File: src/gem_consts.svh
`ifndef GEM_CONSTS_SVH
`define GEM_CONSTS_SVH

// ------------------------------
// link side
// ------------------------------

// fibers 0,1 from chamber a and 2,3 from chamber b
`define GEM_NUM_FIBERS 4

// frame separator k-codes in rotation order
`define GEM_KC_BC 8'hBC
`define GEM_KC_F7 8'hF7
`define GEM_KC_FB 8'hFB
`define GEM_KC_FD 8'hFD

// ------------------------------
// bunch crossing timing
// ------------------------------

`define GEM_ORBIT_LEN 3564   // bunch crossings per lhc orbit
`define GEM_BC0_OFFSET 8     // bx where a chamber bc0 marker should land
`define GEM_BX_W 12          // enough for one orbit

// ------------------------------
// readout
// ------------------------------

`define GEM_EVT_CREDITS 4    // free slots downstream after reset

`endif

File: src/gem_link_pkg.sv
`include "gem_consts.svh"

package gem_link_pkg;

  // separator k-codes as sent on each fiber
  typedef enum logic [7:0] {
    SEP_BC = `GEM_KC_BC,
    SEP_F7 = `GEM_KC_F7,
    SEP_FB = `GEM_KC_FB,
    SEP_FD = `GEM_KC_FD
  } sep_code_t;

  // per fiber check state
  typedef enum logic {
    CHK_IDLE,   // waiting for first valid separator
    CHK_TRACK   // rotation locked, errors counted
  } fiber_chk_t;

  // true for one of the four separators
  function automatic logic sep_in_table(logic [7:0] k);
    return (k == SEP_BC) || (k == SEP_F7) || (k == SEP_FB) || (k == SEP_FD);
  endfunction

  // next separator in the rotation
  function automatic sep_code_t sep_rotate(sep_code_t s);
    case (s)
      SEP_BC:  return SEP_F7;
      SEP_F7:  return SEP_FB;
      SEP_FB:  return SEP_FD;
      default: return SEP_BC;   // fd wraps back to bc
    endcase
  endfunction

endpackage

File: src/gem_event_pkg.sv
package gem_event_pkg;

  // event opcodes on the readout port
  typedef enum logic [2:0] {
    EVT_LOST_A = 3'd1,   // chamber a fibers disagree
    EVT_LOST_B = 3'd2,   // chamber b fibers disagree
    EVT_LOST_S = 3'd3,   // chambers disagree with each other
    EVT_BC0_A  = 3'd4,   // chamber a bc0 marker off its bx
    EVT_BC0_B  = 3'd5    // chamber b bc0 marker off its bx
  } evt_op_t;

  // round robin pointer of the readout arbiter
  typedef enum logic {
    ARB_LAST_MON,   // sync monitor won last
    ARB_LAST_BC0    // bc0 checker won last
  } arb_state_t;

endpackage

File: src/gem_sync_mon.sv
`timescale 1ns/100ps
`include "gem_consts.svh"

module gem_sync_mon (
  input  logic                         clock,
  input  logic                         arst_n,
  input  logic                         ttc_resync,      // sync clear
  input  logic [7:0]                   kchar0,
  input  logic [7:0]                   kchar1,
  input  logic [7:0]                   kchar2,
  input  logic [7:0]                   kchar3,
  input  logic [`GEM_NUM_FIBERS-1:0]   fiber_enable,
  input  logic [`GEM_NUM_FIBERS-1:0]   link_good,
  input  logic                         overflow_a,
  input  logic                         overflow_b,
  input  logic                         bc0marker_a,
  input  logic                         bc0marker_b,
  input  logic                         resyncmarker_a,
  input  logic                         resyncmarker_b,
  input  logic                         gnt,
  output logic                         synced_a,
  output logic                         synced_b,
  output logic                         synced_s,
  output logic                         lostsync_a,
  output logic                         lostsync_b,
  output logic                         lostsync_s,
  output logic                         req,
  output gem_event_pkg::evt_op_t       op
);
  import gem_link_pkg::*;
  import gem_event_pkg::*;

  localparam int NF = `GEM_NUM_FIBERS;

  logic [7:0]    kchar [NF];
  logic [1:0]    marker;         // overflow, bc0 or resync per chamber
  logic [1:0]    skip;           // chamber check bypassed this cycle
  logic [NF-1:0] sep_err;        // registered rotation error per fiber
  logic          sync_a, sync_b, sync_s;
  logic [2:0]    lost_d;         // lostsync one cycle back
  logic [2:0]    rise;           // latch just set
  logic [2:0]    pend;           // sticky events {s, b, a}
  logic [2:0]    pend_next;
  logic [2:0]    pend_left;      // pending after this cycle's grant
  logic [2:0]    sel;            // one-hot event on offer

  assign kchar[0] = kchar0;
  assign kchar[1] = kchar1;
  assign kchar[2] = kchar2;
  assign kchar[3] = kchar3;

  assign marker[0] = overflow_a | bc0marker_a | resyncmarker_a;
  assign marker[1] = overflow_b | bc0marker_b | resyncmarker_b;

  // ------------------------------
  // separator rotation per fiber
  // ------------------------------
  for (genvar f = 0; f < NF; f++) begin : g_fiber
    logic       in_table;
    sep_code_t  sep_cur;   // value that drives the rotation
    sep_code_t  exp_q;     // expected separator this cycle
    fiber_chk_t chk_q;
    logic       err_q;

    assign in_table = sep_in_table(kchar[f]);
    // markers and junk codes keep the expected value so one bad frame stays one error
    assign sep_cur  = (marker[f/2] || !in_table) ? exp_q : sep_code_t'(kchar[f]);
    assign sep_err[f] = err_q;

    always_ff @(posedge clock or negedge arst_n) begin
      if (!arst_n) begin
        chk_q <= CHK_IDLE;
        exp_q <= SEP_BC;
        err_q <= 1'b0;
      end else if (ttc_resync) begin
        chk_q <= CHK_IDLE;
        exp_q <= SEP_BC;
        err_q <= 1'b0;
      end else if (chk_q == CHK_IDLE) begin
        err_q <= 1'b0;
        if (!marker[f/2] && in_table) begin   // first real separator locks
          chk_q <= CHK_TRACK;
          exp_q <= sep_rotate(sep_code_t'(kchar[f]));
        end
      end else begin
        err_q <= !marker[f/2] && (!in_table || (sep_cur != exp_q));
        exp_q <= sep_rotate(sep_cur);
      end
    end
  end

  // ------------------------------
  // chamber and super-chamber sync
  // ------------------------------
  assign skip[0] = marker[0] | ~&link_good[1:0] | ~&fiber_enable[1:0];
  assign skip[1] = marker[1] | ~&link_good[3:2] | ~&fiber_enable[3:2];

  assign sync_a = skip[0] | (~|sep_err[1:0] & (kchar0 == kchar1));
  assign sync_b = skip[1] | (~|sep_err[3:2] & (kchar2 == kchar3));
  assign sync_s = ((kchar0 == kchar2) & sync_a & sync_b) | (|skip);

  always_ff @(posedge clock or negedge arst_n) begin
    if (!arst_n) begin
      {synced_s, synced_b, synced_a}       <= 3'b111;
      {lostsync_s, lostsync_b, lostsync_a} <= 3'b000;
      lost_d                               <= 3'b000;
    end else if (ttc_resync) begin
      {synced_s, synced_b, synced_a}       <= 3'b111;
      {lostsync_s, lostsync_b, lostsync_a} <= 3'b000;
      lost_d                               <= 3'b000;
    end else begin
      synced_a   <= sync_a;
      synced_b   <= sync_b;
      synced_s   <= sync_s;
      lostsync_a <= lostsync_a | ~sync_a;   // sticky until resync
      lostsync_b <= lostsync_b | ~sync_b;
      lostsync_s <= lostsync_s | ~sync_s;
      lost_d     <= {lostsync_s, lostsync_b, lostsync_a};
    end
  end

  // ------------------------------
  // event requests
  // ------------------------------
  assign rise      = {lostsync_s, lostsync_b, lostsync_a} & ~lost_d;
  assign pend_next = pend | rise;
  assign pend_left = pend_next & ~(gnt ? sel : 3'b000);

  always_ff @(posedge clock or negedge arst_n) begin
    if (!arst_n) begin
      pend <= 3'b000;
      sel  <= 3'b000;
    end else if (ttc_resync) begin
      pend <= 3'b000;
      sel  <= 3'b000;
    end else begin
      pend <= pend_left;
      if (gnt || (sel == 3'b000))
        sel <= pend_left & (~pend_left + 3'd1);   // lowest bit first so a, b, s
    end
  end

  assign req = |sel;
  assign op  = sel[0] ? EVT_LOST_A : (sel[1] ? EVT_LOST_B : EVT_LOST_S);

endmodule

File: src/gem_bc0_check.sv
`timescale 1ns/100ps
`include "gem_consts.svh"

module gem_bc0_check (
  input  logic                    clock,
  input  logic                    arst_n,
  input  logic                    ttc_resync,   // clears pending and latches
  input  logic                    ttc_bc0,      // orbit start pulse
  input  logic                    bc0marker_a,
  input  logic                    bc0marker_b,
  input  logic                    gnt,
  output logic [`GEM_BX_W-1:0]    bx_count,
  output logic                    req,
  output gem_event_pkg::evt_op_t  op
);
  import gem_event_pkg::*;

  localparam logic [`GEM_BX_W-1:0] BX_LAST = `GEM_BX_W'(`GEM_ORBIT_LEN - 1);
  localparam logic [`GEM_BX_W-1:0] BX_BC0  = `GEM_BX_W'(`GEM_BC0_OFFSET);

  logic [1:0] misalign;    // {b, a} marker off the expected bx
  logic [1:0] bad;         // misalignment seen since reset
  logic [1:0] fire;        // first misalignment per chamber
  logic [1:0] pend;
  logic [1:0] pend_next;
  logic [1:0] pend_left;
  logic [1:0] sel;         // one-hot chamber on offer

  // ------------------------------
  // bunch crossing counter
  // ------------------------------
  always_ff @(posedge clock or negedge arst_n) begin
    if (!arst_n)
      bx_count <= '0;
    else if (ttc_bc0)
      bx_count <= '0;                  // realign on orbit start
    else if (bx_count == BX_LAST)
      bx_count <= '0;                  // wrap at end of orbit
    else
      bx_count <= bx_count + 1'b1;
  end

  // ------------------------------
  // marker alignment
  // ------------------------------
  assign misalign = {bc0marker_b, bc0marker_a} & {2{bx_count != BX_BC0}};
  assign fire     = misalign & ~bad;   // one event per chamber per resync

  assign pend_next = pend | fire;
  assign pend_left = pend_next & ~(gnt ? sel : 2'b00);

  always_ff @(posedge clock or negedge arst_n) begin
    if (!arst_n) begin
      bad  <= 2'b00;
      pend <= 2'b00;
      sel  <= 2'b00;
    end else if (ttc_resync) begin
      bad  <= 2'b00;
      pend <= 2'b00;
      sel  <= 2'b00;
    end else begin
      bad  <= bad | misalign;
      pend <= pend_left;
      // offer a new chamber when idle or just granted, a before b
      if (gnt || (sel == 2'b00))
        sel <= pend_left[0] ? 2'b01 : {pend_left[1], 1'b0};
    end
  end

  assign req = |sel;
  assign op  = sel[0] ? EVT_BC0_A : EVT_BC0_B;

endmodule

File: src/gem_event_arb.sv
`timescale 1ns/100ps
`include "gem_consts.svh"

module gem_event_arb (
  input  logic                    clock,
  input  logic                    arst_n,
  input  logic                    mon_req,
  input  gem_event_pkg::evt_op_t  mon_op,
  input  logic                    bc0_req,
  input  gem_event_pkg::evt_op_t  bc0_op,
  input  logic [`GEM_BX_W-1:0]    bx_count,
  input  logic                    credit_return,   // one slot freed downstream
  output logic                    mon_gnt,
  output logic                    bc0_gnt,
  output logic                    evt_valid,
  output gem_event_pkg::evt_op_t  evt_op,
  output logic [`GEM_BX_W-1:0]    evt_bx
);
  import gem_event_pkg::*;

  localparam int            CW       = $clog2(`GEM_EVT_CREDITS + 1);
  localparam logic [CW-1:0] CRED_MAX = CW'(`GEM_EVT_CREDITS);

  logic [CW-1:0] credit_cnt;    // free readout slots
  logic          have_credit;
  logic          any_gnt;
  arb_state_t    last_q;        // round robin pointer

  // ------------------------------
  // grant, combinational
  // ------------------------------
  assign have_credit = (credit_cnt != '0);

  // on a tie the side that did not win last goes first
  assign mon_gnt = have_credit & mon_req & (~bc0_req | (last_q == ARB_LAST_BC0));
  assign bc0_gnt = have_credit & bc0_req & (~mon_req | (last_q == ARB_LAST_MON));
  assign any_gnt = mon_gnt | bc0_gnt;

  // ------------------------------
  // credits and pointer
  // ------------------------------
  always_ff @(posedge clock or negedge arst_n) begin
    if (!arst_n) begin
      credit_cnt <= CRED_MAX;
      last_q     <= ARB_LAST_BC0;      // monitor wins the first tie
    end else begin
      if (any_gnt && !credit_return)
        credit_cnt <= credit_cnt - 1'b1;
      else if (!any_gnt && credit_return && (credit_cnt != CRED_MAX))
        credit_cnt <= credit_cnt + 1'b1;
      // grant and return together leave the count alone

      if (mon_gnt)
        last_q <= ARB_LAST_MON;
      else if (bc0_gnt)
        last_q <= ARB_LAST_BC0;
    end
  end

  // ------------------------------
  // readout word
  // ------------------------------
  always_ff @(posedge clock or negedge arst_n) begin
    if (!arst_n)
      evt_valid <= 1'b0;
    else
      evt_valid <= any_gnt;            // one cycle after the grant
  end

  always_ff @(posedge clock) begin
    if (any_gnt) begin
      evt_op <= mon_gnt ? mon_op : bc0_op;
      evt_bx <= bx_count;              // bx stamped at the grant
    end
  end

endmodule

File: src/gem_sync_top.sv
`timescale 1ns/100ps
`include "gem_consts.svh"

module gem_sync_top (
  input  logic                         clock,
  input  logic                         arst_n,
  input  logic [7:0]                   kchar0,
  input  logic [7:0]                   kchar1,
  input  logic [7:0]                   kchar2,
  input  logic [7:0]                   kchar3,
  input  logic [`GEM_NUM_FIBERS-1:0]   fiber_enable,
  input  logic [`GEM_NUM_FIBERS-1:0]   link_good,
  input  logic                         overflow_a,
  input  logic                         overflow_b,
  input  logic                         bc0marker_a,
  input  logic                         bc0marker_b,
  input  logic                         resyncmarker_a,
  input  logic                         resyncmarker_b,
  input  logic                         ttc_bc0,
  input  logic                         ttc_resync,
  input  logic                         credit_return,
  output logic                         synced_a,
  output logic                         synced_b,
  output logic                         synced_s,
  output logic                         lostsync_a,
  output logic                         lostsync_b,
  output logic                         lostsync_s,
  output logic                         evt_valid,
  output gem_event_pkg::evt_op_t       evt_op,
  output logic [`GEM_BX_W-1:0]         evt_bx
);
  import gem_event_pkg::*;

  // ------------------------------
  // monitor to arbiter handshakes
  // ------------------------------
  logic                 mon_req, mon_gnt;
  evt_op_t              mon_op;
  logic                 bc0_req, bc0_gnt;
  evt_op_t              bc0_op;
  logic [`GEM_BX_W-1:0] bx_count;      // shared bx for stamping

  gem_sync_mon u_sync_mon (
    .clock(clock), .arst_n(arst_n), .ttc_resync(ttc_resync),
    .kchar0(kchar0), .kchar1(kchar1), .kchar2(kchar2), .kchar3(kchar3),
    .fiber_enable(fiber_enable), .link_good(link_good),
    .overflow_a(overflow_a), .overflow_b(overflow_b),
    .bc0marker_a(bc0marker_a), .bc0marker_b(bc0marker_b),
    .resyncmarker_a(resyncmarker_a), .resyncmarker_b(resyncmarker_b),
    .gnt(mon_gnt),
    .synced_a(synced_a), .synced_b(synced_b), .synced_s(synced_s),
    .lostsync_a(lostsync_a), .lostsync_b(lostsync_b), .lostsync_s(lostsync_s),
    .req(mon_req), .op(mon_op)
  );

  gem_bc0_check u_bc0_check (
    .clock(clock), .arst_n(arst_n), .ttc_resync(ttc_resync), .ttc_bc0(ttc_bc0),
    .bc0marker_a(bc0marker_a), .bc0marker_b(bc0marker_b),
    .gnt(bc0_gnt),
    .bx_count(bx_count), .req(bc0_req), .op(bc0_op)
  );

  gem_event_arb u_event_arb (
    .clock(clock), .arst_n(arst_n),
    .mon_req(mon_req), .mon_op(mon_op),
    .bc0_req(bc0_req), .bc0_op(bc0_op),
    .bx_count(bx_count), .credit_return(credit_return),
    .mon_gnt(mon_gnt), .bc0_gnt(bc0_gnt),
    .evt_valid(evt_valid), .evt_op(evt_op), .evt_bx(evt_bx)
  );

endmodule

File: config.mk
export PLATFORM = sky130hd
export DESIGN_NAME = gem_sync_top
export DESIGN_NICKNAME = d
export VERILOG_FILES = /design/src/gem_link_pkg.sv /design/src/gem_event_pkg.sv /design/src/gem_sync_mon.sv /design/src/gem_bc0_check.sv /design/src/gem_event_arb.sv /design/src/gem_sync_top.sv
export VERILOG_INCLUDE_DIRS = /design/src
export SDC_FILE = /design/constraint.sdc
export NUM_CORES = 1
export LEC_CHECK = 0
export ABC_AREA = 1
export BUFFER_PORTS_ARGS = -buffer_cell sky130_fd_sc_hd__buf_2
export CORE_MARGIN = 4
export CORE_UTILIZATION = 58
export CTS_CLUSTER_SIZE = 28
export DETAILED_ROUTE_END_ITERATION = 7
export GPL_TIMING_DRIVEN = 0
export PLACE_DENSITY = 0.92
export REMOVE_ABC_BUFFERS = 1
export SLEW_MARGIN = 20
export SYNTH_ARGS = -nofsm -noshare
export SYNTH_HDL_FRONTEND = slang
export SYNTH_HIERARCHICAL = 1
export SYNTH_SLANG_ARGS = --single-unit
File: constraint.sdc
create_clock -name clock -period 2.4 [get_ports clock]
set_clock_uncertainty 0.1 [all_clocks]
set_input_delay 0.48 -clock clock [delete_from_list [all_inputs] [get_ports clock]]
set_output_delay 0.48 -clock clock [all_outputs]
set_load 0.02 [all_outputs]
=== Yosys cells after proc, flatten, opt, wreduce, memory -nomap -nowiden ===
Index checks and enable logic that the tools add are counted.

* Register bits after elaboration: 93
* Input bits: 51
* Logic and storage cells: 255

* $add $sub $neg: 4
* Eq/ne operators: 38
* Muxes and demuxes: 71
* Bitwise gates (word level): 45
* Reductions and logical operators: 67

{| class="wikitable"
|+ Operator list
! operator !! number
|-
| equality test 8 bit, second input constant || 28
|-
| one-hot mux 7 bit (3 select lines) || 8
|-
| 2-to-1 mux 8 bit || 16
|-
| inequality test 8 bit || 4
|-
| 2-to-1 mux 1 bit || 30
|-
| 2-to-1 mux 3 bit || 9
|-
| equality test 8 bit || 3
|-
| 2-to-1 mux 12 bit || 2
|-
| logical OR 1 bit || 22
|-
| OR 1 bit || 17
|-
| nonzero test 3 bit || 5
|-
| logical NOT 1 bit || 14
|-
| adder 12 x 1 -> 12 bit, second input constant || 1
|-
| equality test 12 bit, second input constant || 1
|-
| 2-to-1 mux 2 bit || 6
|-
| inequality test 12 x 4 -> 1 bit, second input constant || 1
|-
| logical AND 1 bit || 11
|-
| bitwise AND 3 bit || 3
|-
| NOT 3 bit || 3
|-
| bitwise AND 1 bit || 8
|-
| AND reduction 2 bit || 4
|-
| nonzero test 2 bit || 4
|-
| OR reduction 2 bit || 4
|-
| adder 3 x 1 -> 3 bit, second input constant || 2
|-
| 10 further kinds || 19
|}

=== Depth between registers and ports, before layout ===
Gate-level depths: netlist of run 1.

* Word-level depth: 12
* Mapped depth: 17

=== Hierarchy ===
Netlist of run 1, hierarchy kept.

{| class="wikitable"
|+ Modules (own cells, without submodules)
! module !! times used !! cells an instance !! area each (um2) !! seq. area each (um2)
|-
| gem_sync_mon || 1 || 500 || 3234.4 || 989.7
|-
| gem_bc0_check || 1 || 118 || 958.4 || 450.4
|-
| gem_event_arb || 1 || 64 || 817.0 || 578.1
|}

=== Least setup slack after synthesis of run 1 ===
Ideal clock, no wire load.

* Kind: register -> register
* Start: register u_sync_mon.sel[0]
* End: register u_event_arb.credit_cnt[1]
* Setup time: 0.119 ns
* Arrival time: 1.823 ns
* Data required time: 2.181 ns
* Setup slack: 0.359 ns
* Stages on the path, launching flop included: 11
* Cells stage by stage: dfrtp_1 -> nor3_1 -> inv_1 -> a21oi_1 -> nand2_2 -> nand2_4 -> nand2_4 -> fa_1 -> inv_1 -> nand2_1 -> o21ai_2

* Longest elaborated chain between the ends: 9
* Elaborated cells between the ends (all ways): 13
* Those cells by class: mux (1); bitwise (6); reduce/logical (6)

{| class="wikitable"
|+ RTL lines
! item !! line !! text
|-
| start, declared || gem_sync_mon.sv:45 || <nowiki>logic [2:0] sel;</nowiki>
|-
| start signal, assigned || gem_sync_mon.sv:139 || <nowiki>sel <= pend_left & (~pend_left + 3'd1);</nowiki>
|-
| OR reduction 3 bit (*) || gem_sync_mon.sv:143 || <nowiki>assign req = |sel;</nowiki>
|-
| named net mon_req || gem_sync_top.sv:37 || <nowiki>logic mon_req, mon_gnt;</nowiki>
|-
| NOT 1 bit || gem_event_arb.sv:36 || <nowiki>assign bc0_gnt = have_credit & bc0_req & (~mon_req | (last_q == ARB_LAST_MON));</nowiki>
|-
| OR 1 bit || gem_event_arb.sv:36 ||
|-
| bitwise AND 1 bit || gem_event_arb.sv:36 ||
|-
| OR 1 bit (*) || gem_event_arb.sv:37 || <nowiki>assign any_gnt = mon_gnt | bc0_gnt;</nowiki>
|-
| named net u_event_arb.any_gnt || gem_event_arb.sv:26 || <nowiki>logic any_gnt;</nowiki>
|-
| logical NOT 1 bit || gem_event_arb.sv:49 || <nowiki>else if (!any_gnt && credit_return && (credit_cnt != CRED_MAX))</nowiki>
|-
| logical AND 1 bit (2 in a row) || gem_event_arb.sv:49 ||
|-
| nonzero test 2 bit (no source line) || n/a ||
|-
| end signal, assigned || gem_event_arb.sv:48 || <nowiki>credit_cnt <= credit_cnt - 1'b1;</nowiki>
|-
| end signal, assigned || gem_event_arb.sv:50 || <nowiki>credit_cnt <= credit_cnt + 1'b1;</nowiki>
|-
| end, declared || gem_event_arb.sv:24 || <nowiki>logic [CW-1:0] credit_cnt;</nowiki>
|}

The timed path passes the listed nets; every way through them passes the cells marked *.
A chain may end at the register's enable or synchronous reset.

=== Final worst setup path of run 1 ===
* Start: register u_sync_mon.sel[0]
* End: register u_event_arb.credit_cnt[2]

Same word-level chain as after synthesis.

==> results.md, run 1 <==
- Min-delay worst type: in2async
- Xor/xnor cell area share of the yosys netlist: 2.97%
- Drt initial violations: 308
- Antenna viol nets, final: 0
- Proportion of netlist area held by the largest area contributor: 24.5%
- Fraction of layout cells with a size suffix above 1: 22.8%
- Post-synthesis mux area share: 0%
- RSZ-0062 raised after global routing: false
- Distinct cell type count after synthesis: 54
- CP Cell Sequence: nor3_2, inv_1, a21oi_1, nand2_2, nand2_8, nand2_4, fa_1, inv_1, nand2_1, nand2_1, nand2_1, nand2_1
- Crit path largest cell delay: between 400 and 500 ps
- Least-Margin Pin Slew: 775 ps
- Reg area: 2020 um^2
- Nets: 808
- Die Height: 101 um
- Largest net degree at the start of global routing: 63
- Cts bufs inserted: 9
- Placed cells: 848
- Yosys reg bits: 77
- Vias in the first global route: 4,711
- Status: finished clean
- Ant. Diodes: 0
- Relative slew slack: between 40% and 50%
- Delay-heaviest family, CP: simple AND/OR/NAND/NOR gates
- Crit. Startpoint: u_sync_mon/sel[0]
- Slowest CP cell: dfrtp_1
- Critical Path Start Type: flop
- Post-synth EDFFs: 15
- Finished Layout Cells: 864
- CP endpoint kind: flop
- Rows: 33
- Die width: 101 um
- Post-Route WL: 12,000 um
- DRC violations left: 0
- Post-synthesis instance area: 5010 um^2
- Buffers on Ports: just over 70
- Post-DP HPWL: 9080 um
- Pleak: 0.00282 uW
- Fillers: 698
- Setup CP Type: reg2reg
- H-tree Lvls: 3
- Root Buffer: clkbuf_8
- GR Overflow Total: 0
- Switching power: between 1000 and 1500 uW
- Area grow syn2layout: 12.1%
- Req. time, crit path: 2590 ps
- Synth async-reset ratio: 80.5%
- CTS tree: done
- Complex-gate fraction of the synthesized area: 10.9%
- Initial Util: 60.4%
- Synth Area per Inst: 7.35 um^2
- Total die area: 10,200 um^2
- Initial antenna violation count: 0
- Setup-failing EPs final: 0
- Sw Ratio: 33.8%
- Largest family of logic cells by synthesized area: simple AND/OR/NAND/NOR gates
- Tmin final: around 2200 ps
- Most used cell, CP: nand2_1
- Hold Fails Final Rpt: 0
- Sinks on Clock Net: 77
- First-pass GRT wire length: slightly above 20,000 um
- Main synth FF type: dfrtp_1
- Routed via count: 4,800
- Multi-input logic area: ~2500 um^2
- Clock Path Buffers: 2
- DRT Pass-1 Iters: 5
- Cells after Synth: ~700
- Synth area leaders: dfrtp_1 (24%), nand2_1 (13%), edfxtp_1 (9.0%)
- Synthesized-area fraction occupied by adder cells: 0.899%
- Final Max Slew Viols: 0
- Sequential share of power: 48.6%
- Max-Cap Viols: 0
- Post-Route Utilization: 67.7%
- Fmax: 0.457 GHz
- I/O pins: 73
- Setup TNS: 0 ps
- PD cells: 561 nW/um^2
- Post-synthesis sequential area ratio: 40.3%
- Largest area contributor in the netlist: dfrtp_1
- Yosys Warn Count: 6
- Power Internal: about 2100 uW
- Worst skew pair latency: 350 ps
- Max VDD drop: 0.385 mV
- Worst-path clk slew: 80 ps
- GRT Total Usage: 24.3%
- Combinational share of power: 23.6%
- Core box area: 8300 um^2
- Tcrit/Tclk final: roughly 91%
- Post-DR vias/cell: approximately 5.6
- CP bufs+invs: 2
- Max FO, Critical Path: 17
- Synth Area in Simple Gates: 35.6%
- Reg2reg start: u_sync_mon/sel[0]
- Crit path DAT: 2380 ps
- Clock share of power: 27.8%
- Post-DR wirelength/cell: 13.9 um
- Routability cong.: 0.952
power groups by stage:
stage	Sequential [uW]	Clock, uW	Combinational (uW)
floorplan	1640	0	380
global placement	1550	0	685
detailed placement	1550	0	728
CTS	1530	901	731
global route	1540	947	823
finish	1530	876	745
layer usage:
layer  GRT usage [%]  vias to the layer above  share of wire [%]
met3            5.12                       34                6.8
met5               0                        -                  0
met2            42.7                      195                 50
met4            9.92                        0                2.5
met1            28.7                     2258                 40
li1                -                     2313                  -
final cells by class:
cell class,count,share of cell area [%]
clock buffers,9,2.21
clock inverters,7,0.847
inverters,102,6.86
multi-input cells,492,45.3
flip-flops and latches,77,35.9
well taps,105,2.34
repair buffers,72,6.46
flip-flops by register name (all words and copies together), names as in the netlist, 4 cells and up:
signal and flops:
u_sync_mon/g_fiber.chk_q 4, u_sync_mon/g_fiber.err_q 4, u_bc0_check/bx_count 12, u_sync_mon/g_fiber.exp_q 16, u_event_arb/evt_bx 12
worst paths after layout:
check                           slack, ps                             end  cells after the start
worst max-delay path                  210       u_event_arb/credit_cnt[2]                     12
worst max register to register        210       u_event_arb/credit_cnt[2]                     12
worst min register to register        370          u_event_arb/evt_bx[11]                      0
worst min-delay path                   90  u_sync_mon/g_fiber[3].exp_q[1]                      1
max in group asynchronous            1580     u_sync_mon/g_fiber[1].err_q                      1
min in group clock                    190         u_bc0_check/bx_count[4]                      2
Yosys cell counts, drive strengths merged, types with 2 or more instances:
master  count
a21oi      35
nand4       9
conb        3
or2         3
o22ai       8
a22oi       3
o211ai      2
dfrtp      49
xor2        7
buf        10
edfxtp     15
nand3      52
a31oi       3
nor2       86
o21ai      26
dfstp      13
inv       101
xnor2      10
a211oi      2
ha          2
nor3       15
o21a        2
nor4        2
nand3b      2
nand2     210
repair_timing:
item / 4_1_cts / 5_1_grt
setup buffers: 0 / 0
hold buffers: 0 / 0
gates resized for setup: 0 / 2
endpoints found under the setup margin: 0 / 1
logic make-up after synthesis:
logic type | after synthesis
fa+ha+maj | 3
buf+inv | 113
compound gates | 88
other cells | 3
xor+xnor | 17
simple gates | 381
flops | 77
worst reg2reg max path, cell delays in order, from the launching register on:
cell and delay [ps]:
dfrtp_1 420, nor3_2 220, inv_1 90, a21oi_1 150, nand2_2 140, nand2_8 180, nand2_4 90, fa_1 420
inv_1 90, nand2_1 70, nand2_1 70, nand2_1 40, nand2_1 50
placed cells by master, fill, tap and decap left out, types with 12 or more instances in the layout:
master	Yosys	layout
nand2_1	178	178
inv_1	87	87
nor2_1	75	75
buf_2	2	71
dfrtp_1	49	49
nand3_1	48	48
a21oi_1	31	31
nand2_2	22	22
edfxtp_1	15	15
o21ai_0	14	14
inv_2	13	13
dfstp_2	13	13
nor3_1	13	12
per-stage QoR:
step	total power [uW]	hold slack [ps]	worst slack [ps]	instance area, um^2
after CTS	3160	121	110	5600
after floorplan	2020	84.4	359	4940
after global placement	2230	338	106	5430
after global routing	3310	155	57.6	5620
final	3150	94.4	210	5620
after detailed placement	2280	342	76.8	5430
Note: power is estimated with default switching activity, not from simulation.
==> inputs of run 2 (changes only) <==
--- a/config.mk
+++ b/config.mk
@@ -6,7 +6,6 @@
 export SDC_FILE = /design/constraint.sdc
 export NUM_CORES = 1
 export LEC_CHECK = 0
-export ABC_AREA = 1
 export BUFFER_PORTS_ARGS = -buffer_cell sky130_fd_sc_hd__buf_2
 export CORE_MARGIN = 4
 export CORE_UTILIZATION = 58
==> run 2 against run 1 <==
  * Flip-flop and latch count did not move
  * Sequential power rose by 8%
  * Global-route usage decreased by 1.1 points
  * Fmax fell by 2.4%
  * Critical path type unchanged
  * Final area decreased by 3.5%
  * Wire length decreased by 7.0%
  * Non-clock buffer count is 4 higher
  * Synthesized cell count fell by 25%
  * Largest power group unchanged
  * Total power grew 19%
  * Hold slack got worse by 2.0 ps
  * Combinational power is 40% higher
  * Register-to-register slack lost 50 ps
==> results.md, run 2 <==
- Status: finished clean
- Setup-failing EPs final: 0
- Ant. Diodes: 0
- DRC violations left: 0
- Slowest CP cell: or3_1
- Worst r2r path cells: 6
- Max VDD drop: 0.372 mV
- Antenna viol nets, final: 0
- Fmax: ~0.45 GHz
- Post-Route WL: 11,200 um
- Crit path largest cell delay: 500 ps
- Max-Cap Viols: 0
- H-tree Lvls: 3
- Cells after Synth: 513
- Area grow syn2layout: 11.4%
- Post-DR wirelength/cell: 16.5 um
- Yosys reg bits: between 70 and 80
- Routed via count: 4,044
- Post-DR vias/cell: 5.99
- First-pass GRT wire length: roughly 19,000 um
- Largest net degree at the start of global routing: 63
- Distinct cell type count after synthesis: 81
- Synth area leaders: dfrtp_1 (25%), edfxtp_1 (9.3%), dfstp_2 (7.0%)
- Proportion of netlist area held by the largest area contributor: about a quarter
- Worst-path clk slew: around 80 ps
- Buffers on Ports: 72
- Pleak: between 0.002 and 0.0025 uW
- Delay-heaviest family, CP: simple AND/OR/NAND/NOR gates
- Root Buffer: clkbuf_8
- Largest area contributor in the netlist: dfrtp_1
- CP Cell Sequence: or3_1, o21a_4, nand2_1, fa_1, a221oi_2, a2bb2oi_2
- Crit path DAT: between 2000 and 2500 ps
- DRT Pass-1 Iters: 5
- Die Height: 99.6 um
- Reg2reg start: u_event_arb/credit_cnt[1]
- Drt initial violations: 370
- Design Area, Final: 5420 um^2
- GRT Total Usage: 23.1%
- Top Registers: u_sync_mon/g_fiber.exp_q x16, u_bc0_check/bx_count x12, u_event_arb/evt_bx x12
- Placed cells: 655
- Initial Util: between 50% and 60%
- CP endpoint kind: flop
- Req. time, crit path: 2580 ps
- Clock Path Buffers: 2
- Worst skew pair latency: 350 ps
- Vias in the first global route: 3,997
- Post-DP HPWL: between 7000 and 8000 um
- Most flop-heavy register: u_sync_mon/g_fiber.exp_q
- Main synth FF type: dfrtp_1
- Post-synth EDFFs: 15
- Sinks on Clock Net: a little under 80
- Yosys Warn Count: 6
- Max FFs per register: 16
- Nets: 619
- Finished Layout Cells: 675
- Fillers: approximately 640
- I/O pins: 73
- RSZ-0062 raised after global routing: false
- Max FO, Critical Path: 7
- Die width: 99.6 um
- Area after DPL: 5150 um^2
- Core box area: 8180 um^2
- Post-synthesis sequential area ratio: between 40% and 50%
- Reg-to-reg setup timing slack: 160 ps
- Worst reg2reg path endpoint: u_event_arb/credit_cnt[1]
- Post-synthesis instance area: 4870 um^2
- Total die area: 9920 um^2
- Setup CP Type: reg2reg
- Fraction of layout cells with a size suffix above 1: 22.8%
- Commonest non-fill, non-tap cell in the layout: buf_2
- PD cells: 693 nW/um^2
- CTS tree: done
- Tmin final: 2240 ps
- Routability cong.: 0.862
- CP Depth: 6
- Commonest cells after routing, fill and taps aside: buf_2 (71), dfrtp_1 (49), nor2_1 (48), nand2_1 (40), xor2_1 (30)
- Final hold slack: around 92 ps
- Min-delay worst type: in2async
- Most frequent cell after synthesis: dfrtp_1
- Hold Fails Final Rpt: 0
- Critical Path Start Type: flop
- Cts bufs inserted: 9
- GR Overflow Total: 0
- Rows: 33
- Least-Margin Pin Slew: 773 ps
- Post-Route Utilization: 66.3%
- CP bufs+invs: 0
- Final Max Slew Viols: 0
- Synth async-reset ratio: 80.5%
- Synth Area per Inst: 9.49 um^2
- Most frequent cells after synthesis: dfrtp_1 (49), nor2_1 (48), nand2_1 (40)
- Initial antenna violation count: 0
- Tcrit/Tclk final: 93.5%
- Relative slew slack: 48.5%
==> run 2: timing repair <==
| action | 4_1_cts | 5_1_grt |
|---|---|---|
| gates resized for setup | 3 | 1 |
| setup buffers | 0 | 4 |
| pin swaps | 0 | 0 |
| setup endpoints to repair | 2 | 2 |
| hold buffers | 0 | 0 |
==> run 2: kinds of logic (layout without fill, tap and decap cells) <==
| kind of cell | after synthesis | in the layout | synth area share, % |
|---|---|---|---|
| buffers and inverters | 53 | 110 | 5.61 |
| muxes | 18 | 18 | 4.40 |
| adders and majority gates | 3 | 3 | 0.926 |
| xor gates and xnor gates | 54 | 54 | 10.1 |
| other | 3 | 3 | 0.231 |
| AOI/OAI and AO/OA | 92 | 92 | 13.7 |
| and+or+nand+nor | 213 | 213 | 23.6 |
| DFF | 77 | 77 | 41.5 |
==> run 2: cell type report <==
class                      count  area [um^2]  share of cell area [%]
multi-input combinational    383         2590                    47.7
sequential                    77         2020                    37.2
timing repair buffer          76          393                    7.25
clock buffer                  14          184                    3.39
tap                          105          131                    2.42
inverter                      18         67.6                    1.25
clock inverter                 2         38.8                   0.716
==> run 2: power breakdown <==
part	switching [uW]	internal [uW]	total [uW]	leakage, uW
Combinational	616	425	1040	0.00121
Clock	463	606	1070	0.000112
Sequential	110	1540	1650	0.000953
Total	1190	2570	3760	0.00227
==> run 2: worst max-delay path by stage <==
stage	startpoint	end
after floorplan	u_event_arb/credit_cnt[2]	u_event_arb/credit_cnt[1]
after global placement	u_event_arb/credit_cnt[2]	u_event_arb/credit_cnt[1]
after detailed placement	u_event_arb/credit_cnt[2]	u_event_arb/credit_cnt[1]
after CTS	u_sync_mon/sel[0]	u_event_arb/credit_cnt[1]
after global routing	u_event_arb/credit_cnt[1]	u_event_arb/credit_cnt[1]
final	u_event_arb/credit_cnt[1]	u_event_arb/credit_cnt[1]
==> run 2: through the flow <==
| step | power, uW | worst slack [ps] | TNS (ps) |
|---|---|---|---|
| 2_1_floorplan | 2290 | 66.3 | 0 |
| 3_3_place_gp | 2570 | -142 | -294 |
| 3_5_place_dp | 2630 | -307 | -842 |
| 4_1_cts | 3700 | 14.9 | 0 |
| 5_1_grt | 3940 | 53.1 | 0 |
| 6_report | 3760 | 156 | 0 |
==> run 2: layer usage <==
layer | share of wire (%) | vias to the layer above | global-route usage (%)
met5 | 0 | - | 0
met4 | 2.3 | 0 | 8.93
met2 | 52 | 136 | 39.0
li1 | - | 1911 | -
met1 | 41 | 1973 | 29.5
met3 | 4.5 | 24 | 4.35
==> inputs of run 3 (changes only) <==
--- a/config.mk
+++ b/config.mk
@@ -8,11 +8,11 @@
 export LEC_CHECK = 0
 export BUFFER_PORTS_ARGS = -buffer_cell sky130_fd_sc_hd__buf_2
 export CORE_MARGIN = 4
-export CORE_UTILIZATION = 58
+export CORE_UTILIZATION = 62
 export CTS_CLUSTER_SIZE = 28
 export DETAILED_ROUTE_END_ITERATION = 7
 export GPL_TIMING_DRIVEN = 0
-export PLACE_DENSITY = 0.92
+export PLACE_DENSITY = 0.95
 export REMOVE_ABC_BUFFERS = 1
 export SLEW_MARGIN = 20
 export SYNTH_ARGS = -nofsm -noshare
==> constraint.sdc (replaced) <==
create_clock -name clock -period 2.65 [get_ports clock]
set_clock_uncertainty 0.1 [all_clocks]
set_input_delay 0.53 -clock clock [delete_from_list [all_inputs] [get_ports clock]]
set_output_delay 0.53 -clock clock [all_outputs]
set_load 0.02 [all_outputs]
==> run 3 against run 2 <==
  * Non-clock buffer count fell by 4
  * Fmax fell by 11%
  * Combinational power fell by 15%
  * Final area fell by 0.44%
  * Total power fell by 9.5%
  * Count of clock-buffer cells in the layout fell by 2
==> results.md, run 3 (synthesis results as in run 2) <==
- Setup-failing EPs final: 0
- Initial Util: 63.3%
- First-pass GRT wire length: 18,300 um
- Post-Route WL: 11,100 um
- I/O pins: 73
- Post-DP HPWL: 7910 um
- Post-CTS setup buffer count: 0
- Tcrit/Tclk final: between 90% and 100%
- Max FO, Critical Path: 17
- Fmax: 0.398 GHz
- Die width: 96.6 um
- Slowest CP cell: fa_1
- PD cells: 630 nW/um^2
- Area after DPL: just over 5000 um^2
- Min-delay worst type: in2async
- Sinks on Clock Net: 77
- Tmin final: 2510 ps
- Commonest cells after routing, fill and taps aside: buf_2 (71), dfrtp_1 (49), nor2_1 (48), nand2_1 (40), xor2_1 (30)
- Commonest non-fill, non-tap cell in the layout: buf_2
- Worst skew pair latency: between 300 and 400 ps
- Reg-to-reg setup timing slack: about 140 ps
- Req. time, crit path: 2830 ps
- Fillers: 567
- Setup TNS: 0 ps
- DRT Pass-1 Iters: 5
- Largest net degree at the start of global routing: 63
- CTS tree: done
- Status: finished clean
- Max VDD drop: 0.326 mV
- Routed via count: approximately 4,100
- Hold Fails Final Rpt: 0
- Area grow syn2layout: 10.9%
- Max FFs per register: 16
- CP endpoint kind: flop
- GR Overflow Total: 0
- Total power: 3400 uW
- DRC violations left: 0
- Worst-path clk slew: around 80 ps
- Relative slew slack: 48.2%
- Total die area: 9330 um^2
- Nets: around 600
- Rows: 32
- Top Registers: u_sync_mon/g_fiber.exp_q x16, u_bc0_check/bx_count x12, u_event_arb/evt_bx x12
- Routability cong.: 0.911
- Max-Cap Viols: 0
- Design Area, Final: 5400 um^2
- Crit path DAT: 2690 ps
- Antenna viol nets, final: 0
- Initial antenna violation count: 0
- Setup CP Type: reg2reg
- Critical Path Start Type: flop
- Crit path largest cell delay: 470 ps
- Post-DR vias/cell: 6.09
- RSZ-0062 raised after global routing: false
- Core box area: 7690 um^2
- Pleak: about 0.0023 uW
- Least-Margin Pin Slew: 777 ps
- Drt initial violations: 420
- Ant. Diodes: 0
- H-tree Lvls: 3
- Final hold slack: 151 ps
- Final Max Slew Viols: 0
- Die Height: about 97 um
- Fraction of layout cells with a size suffix above 1: 22.3%
- Post-DR wirelength/cell: ~17 um
- Buffers on Ports: 72
- Most flop-heavy register: u_sync_mon/g_fiber.exp_q
- Root Buffer: clkbuf_8
- Cts bufs inserted: 9
- GRT Total Usage: 24.9%
- Vias in the first global route: 3,961
- CP Cell Sequence: nor3_1, inv_1, o21a_2, nand2_1, fa_1, a221oi_2, a2bb2oi_2
- Clock Path Buffers: 2
[run 3: cell count changes in the layout (fill, tap and decap cells not counted), sizes merged]
cell and change:
inv +1, clkbuf -2, buf -4, clkinv +1
[run 3: worst paths after layout]
check,start,end,depth (start not counted)
max,u_sync_mon/sel[0],u_event_arb/credit_cnt[1],7
min,arst_n,u_event_arb/evt_valid,1
max reg2reg,u_sync_mon/sel[0],u_event_arb/credit_cnt[1],7
min reg2reg,u_bc0_check/bad[0],u_bc0_check/bad[0],2
max in group asynchronous,arst_n,u_bc0_check/bx_count[7],1
min in group clock,ttc_bc0,u_bc0_check/bx_count[9],2
[run 3: through the flow]
stage / cells / setup slack [ps] / utilization (%)
after global routing: 668 / 39.0 / 70.2
after floorplan: 478 / 316 / -
final: 668 / 136 / 70.2
after detailed placement: 652 / -36.1 / 67.0
after CTS: 668 / 199 / 70.2
after global placement: 652 / 96.0 / 67.0
[run 3: critical path: cells and delay by family, from the launching register on]
kind	cells	cell delay, ps
buf+inv	1	220
flops	1	420
fa+ha+maj	1	470
simple gates	2	440
compound gates	3	790
[run 3: what timing repair did]
item,CTS,global route
endpoints found under the setup margin,2,0
hold endpoints to repair,0,0
hold buffers,0,0
gates resized for setup,1,0
[run 3: layout make-up]
cell class,instances,area [um^2],area share [%]
sequential,77,2020,37.4
inverter,18,67.6,1.25
multi-input combinational,383,2580,47.7
clock inverter,4,56.3,1.04
timing repair buffer,72,363,6.72
clock buffer,12,188,3.48
tap,102,128,2.36
[run 3: routing by layer]
metal / wire length (um) / part of all wire [%] / global-route usage (%)
met5: 0 / 0 / 0
met4: 183 / 1.6 / 9.00
met3: 659 / 5.9 / 3.87
met2: 5690 / 51 / 42.4
met1: 4570 / 41 / 32.2
[run 3: report_power, final]
| group | switching (uW) | total, uW | internal (uW) | leakage, uW |
|---|---|---|---|---|
| Sequential | 100 | 1490 | 1390 | 0.000953 |
| Combinational | 552 | 885 | 334 | 0.00119 |
| Clock | 438 | 1020 | 584 | 0.000124 |
| Total | 1090 | 3400 | 2310 | 0.00226 |
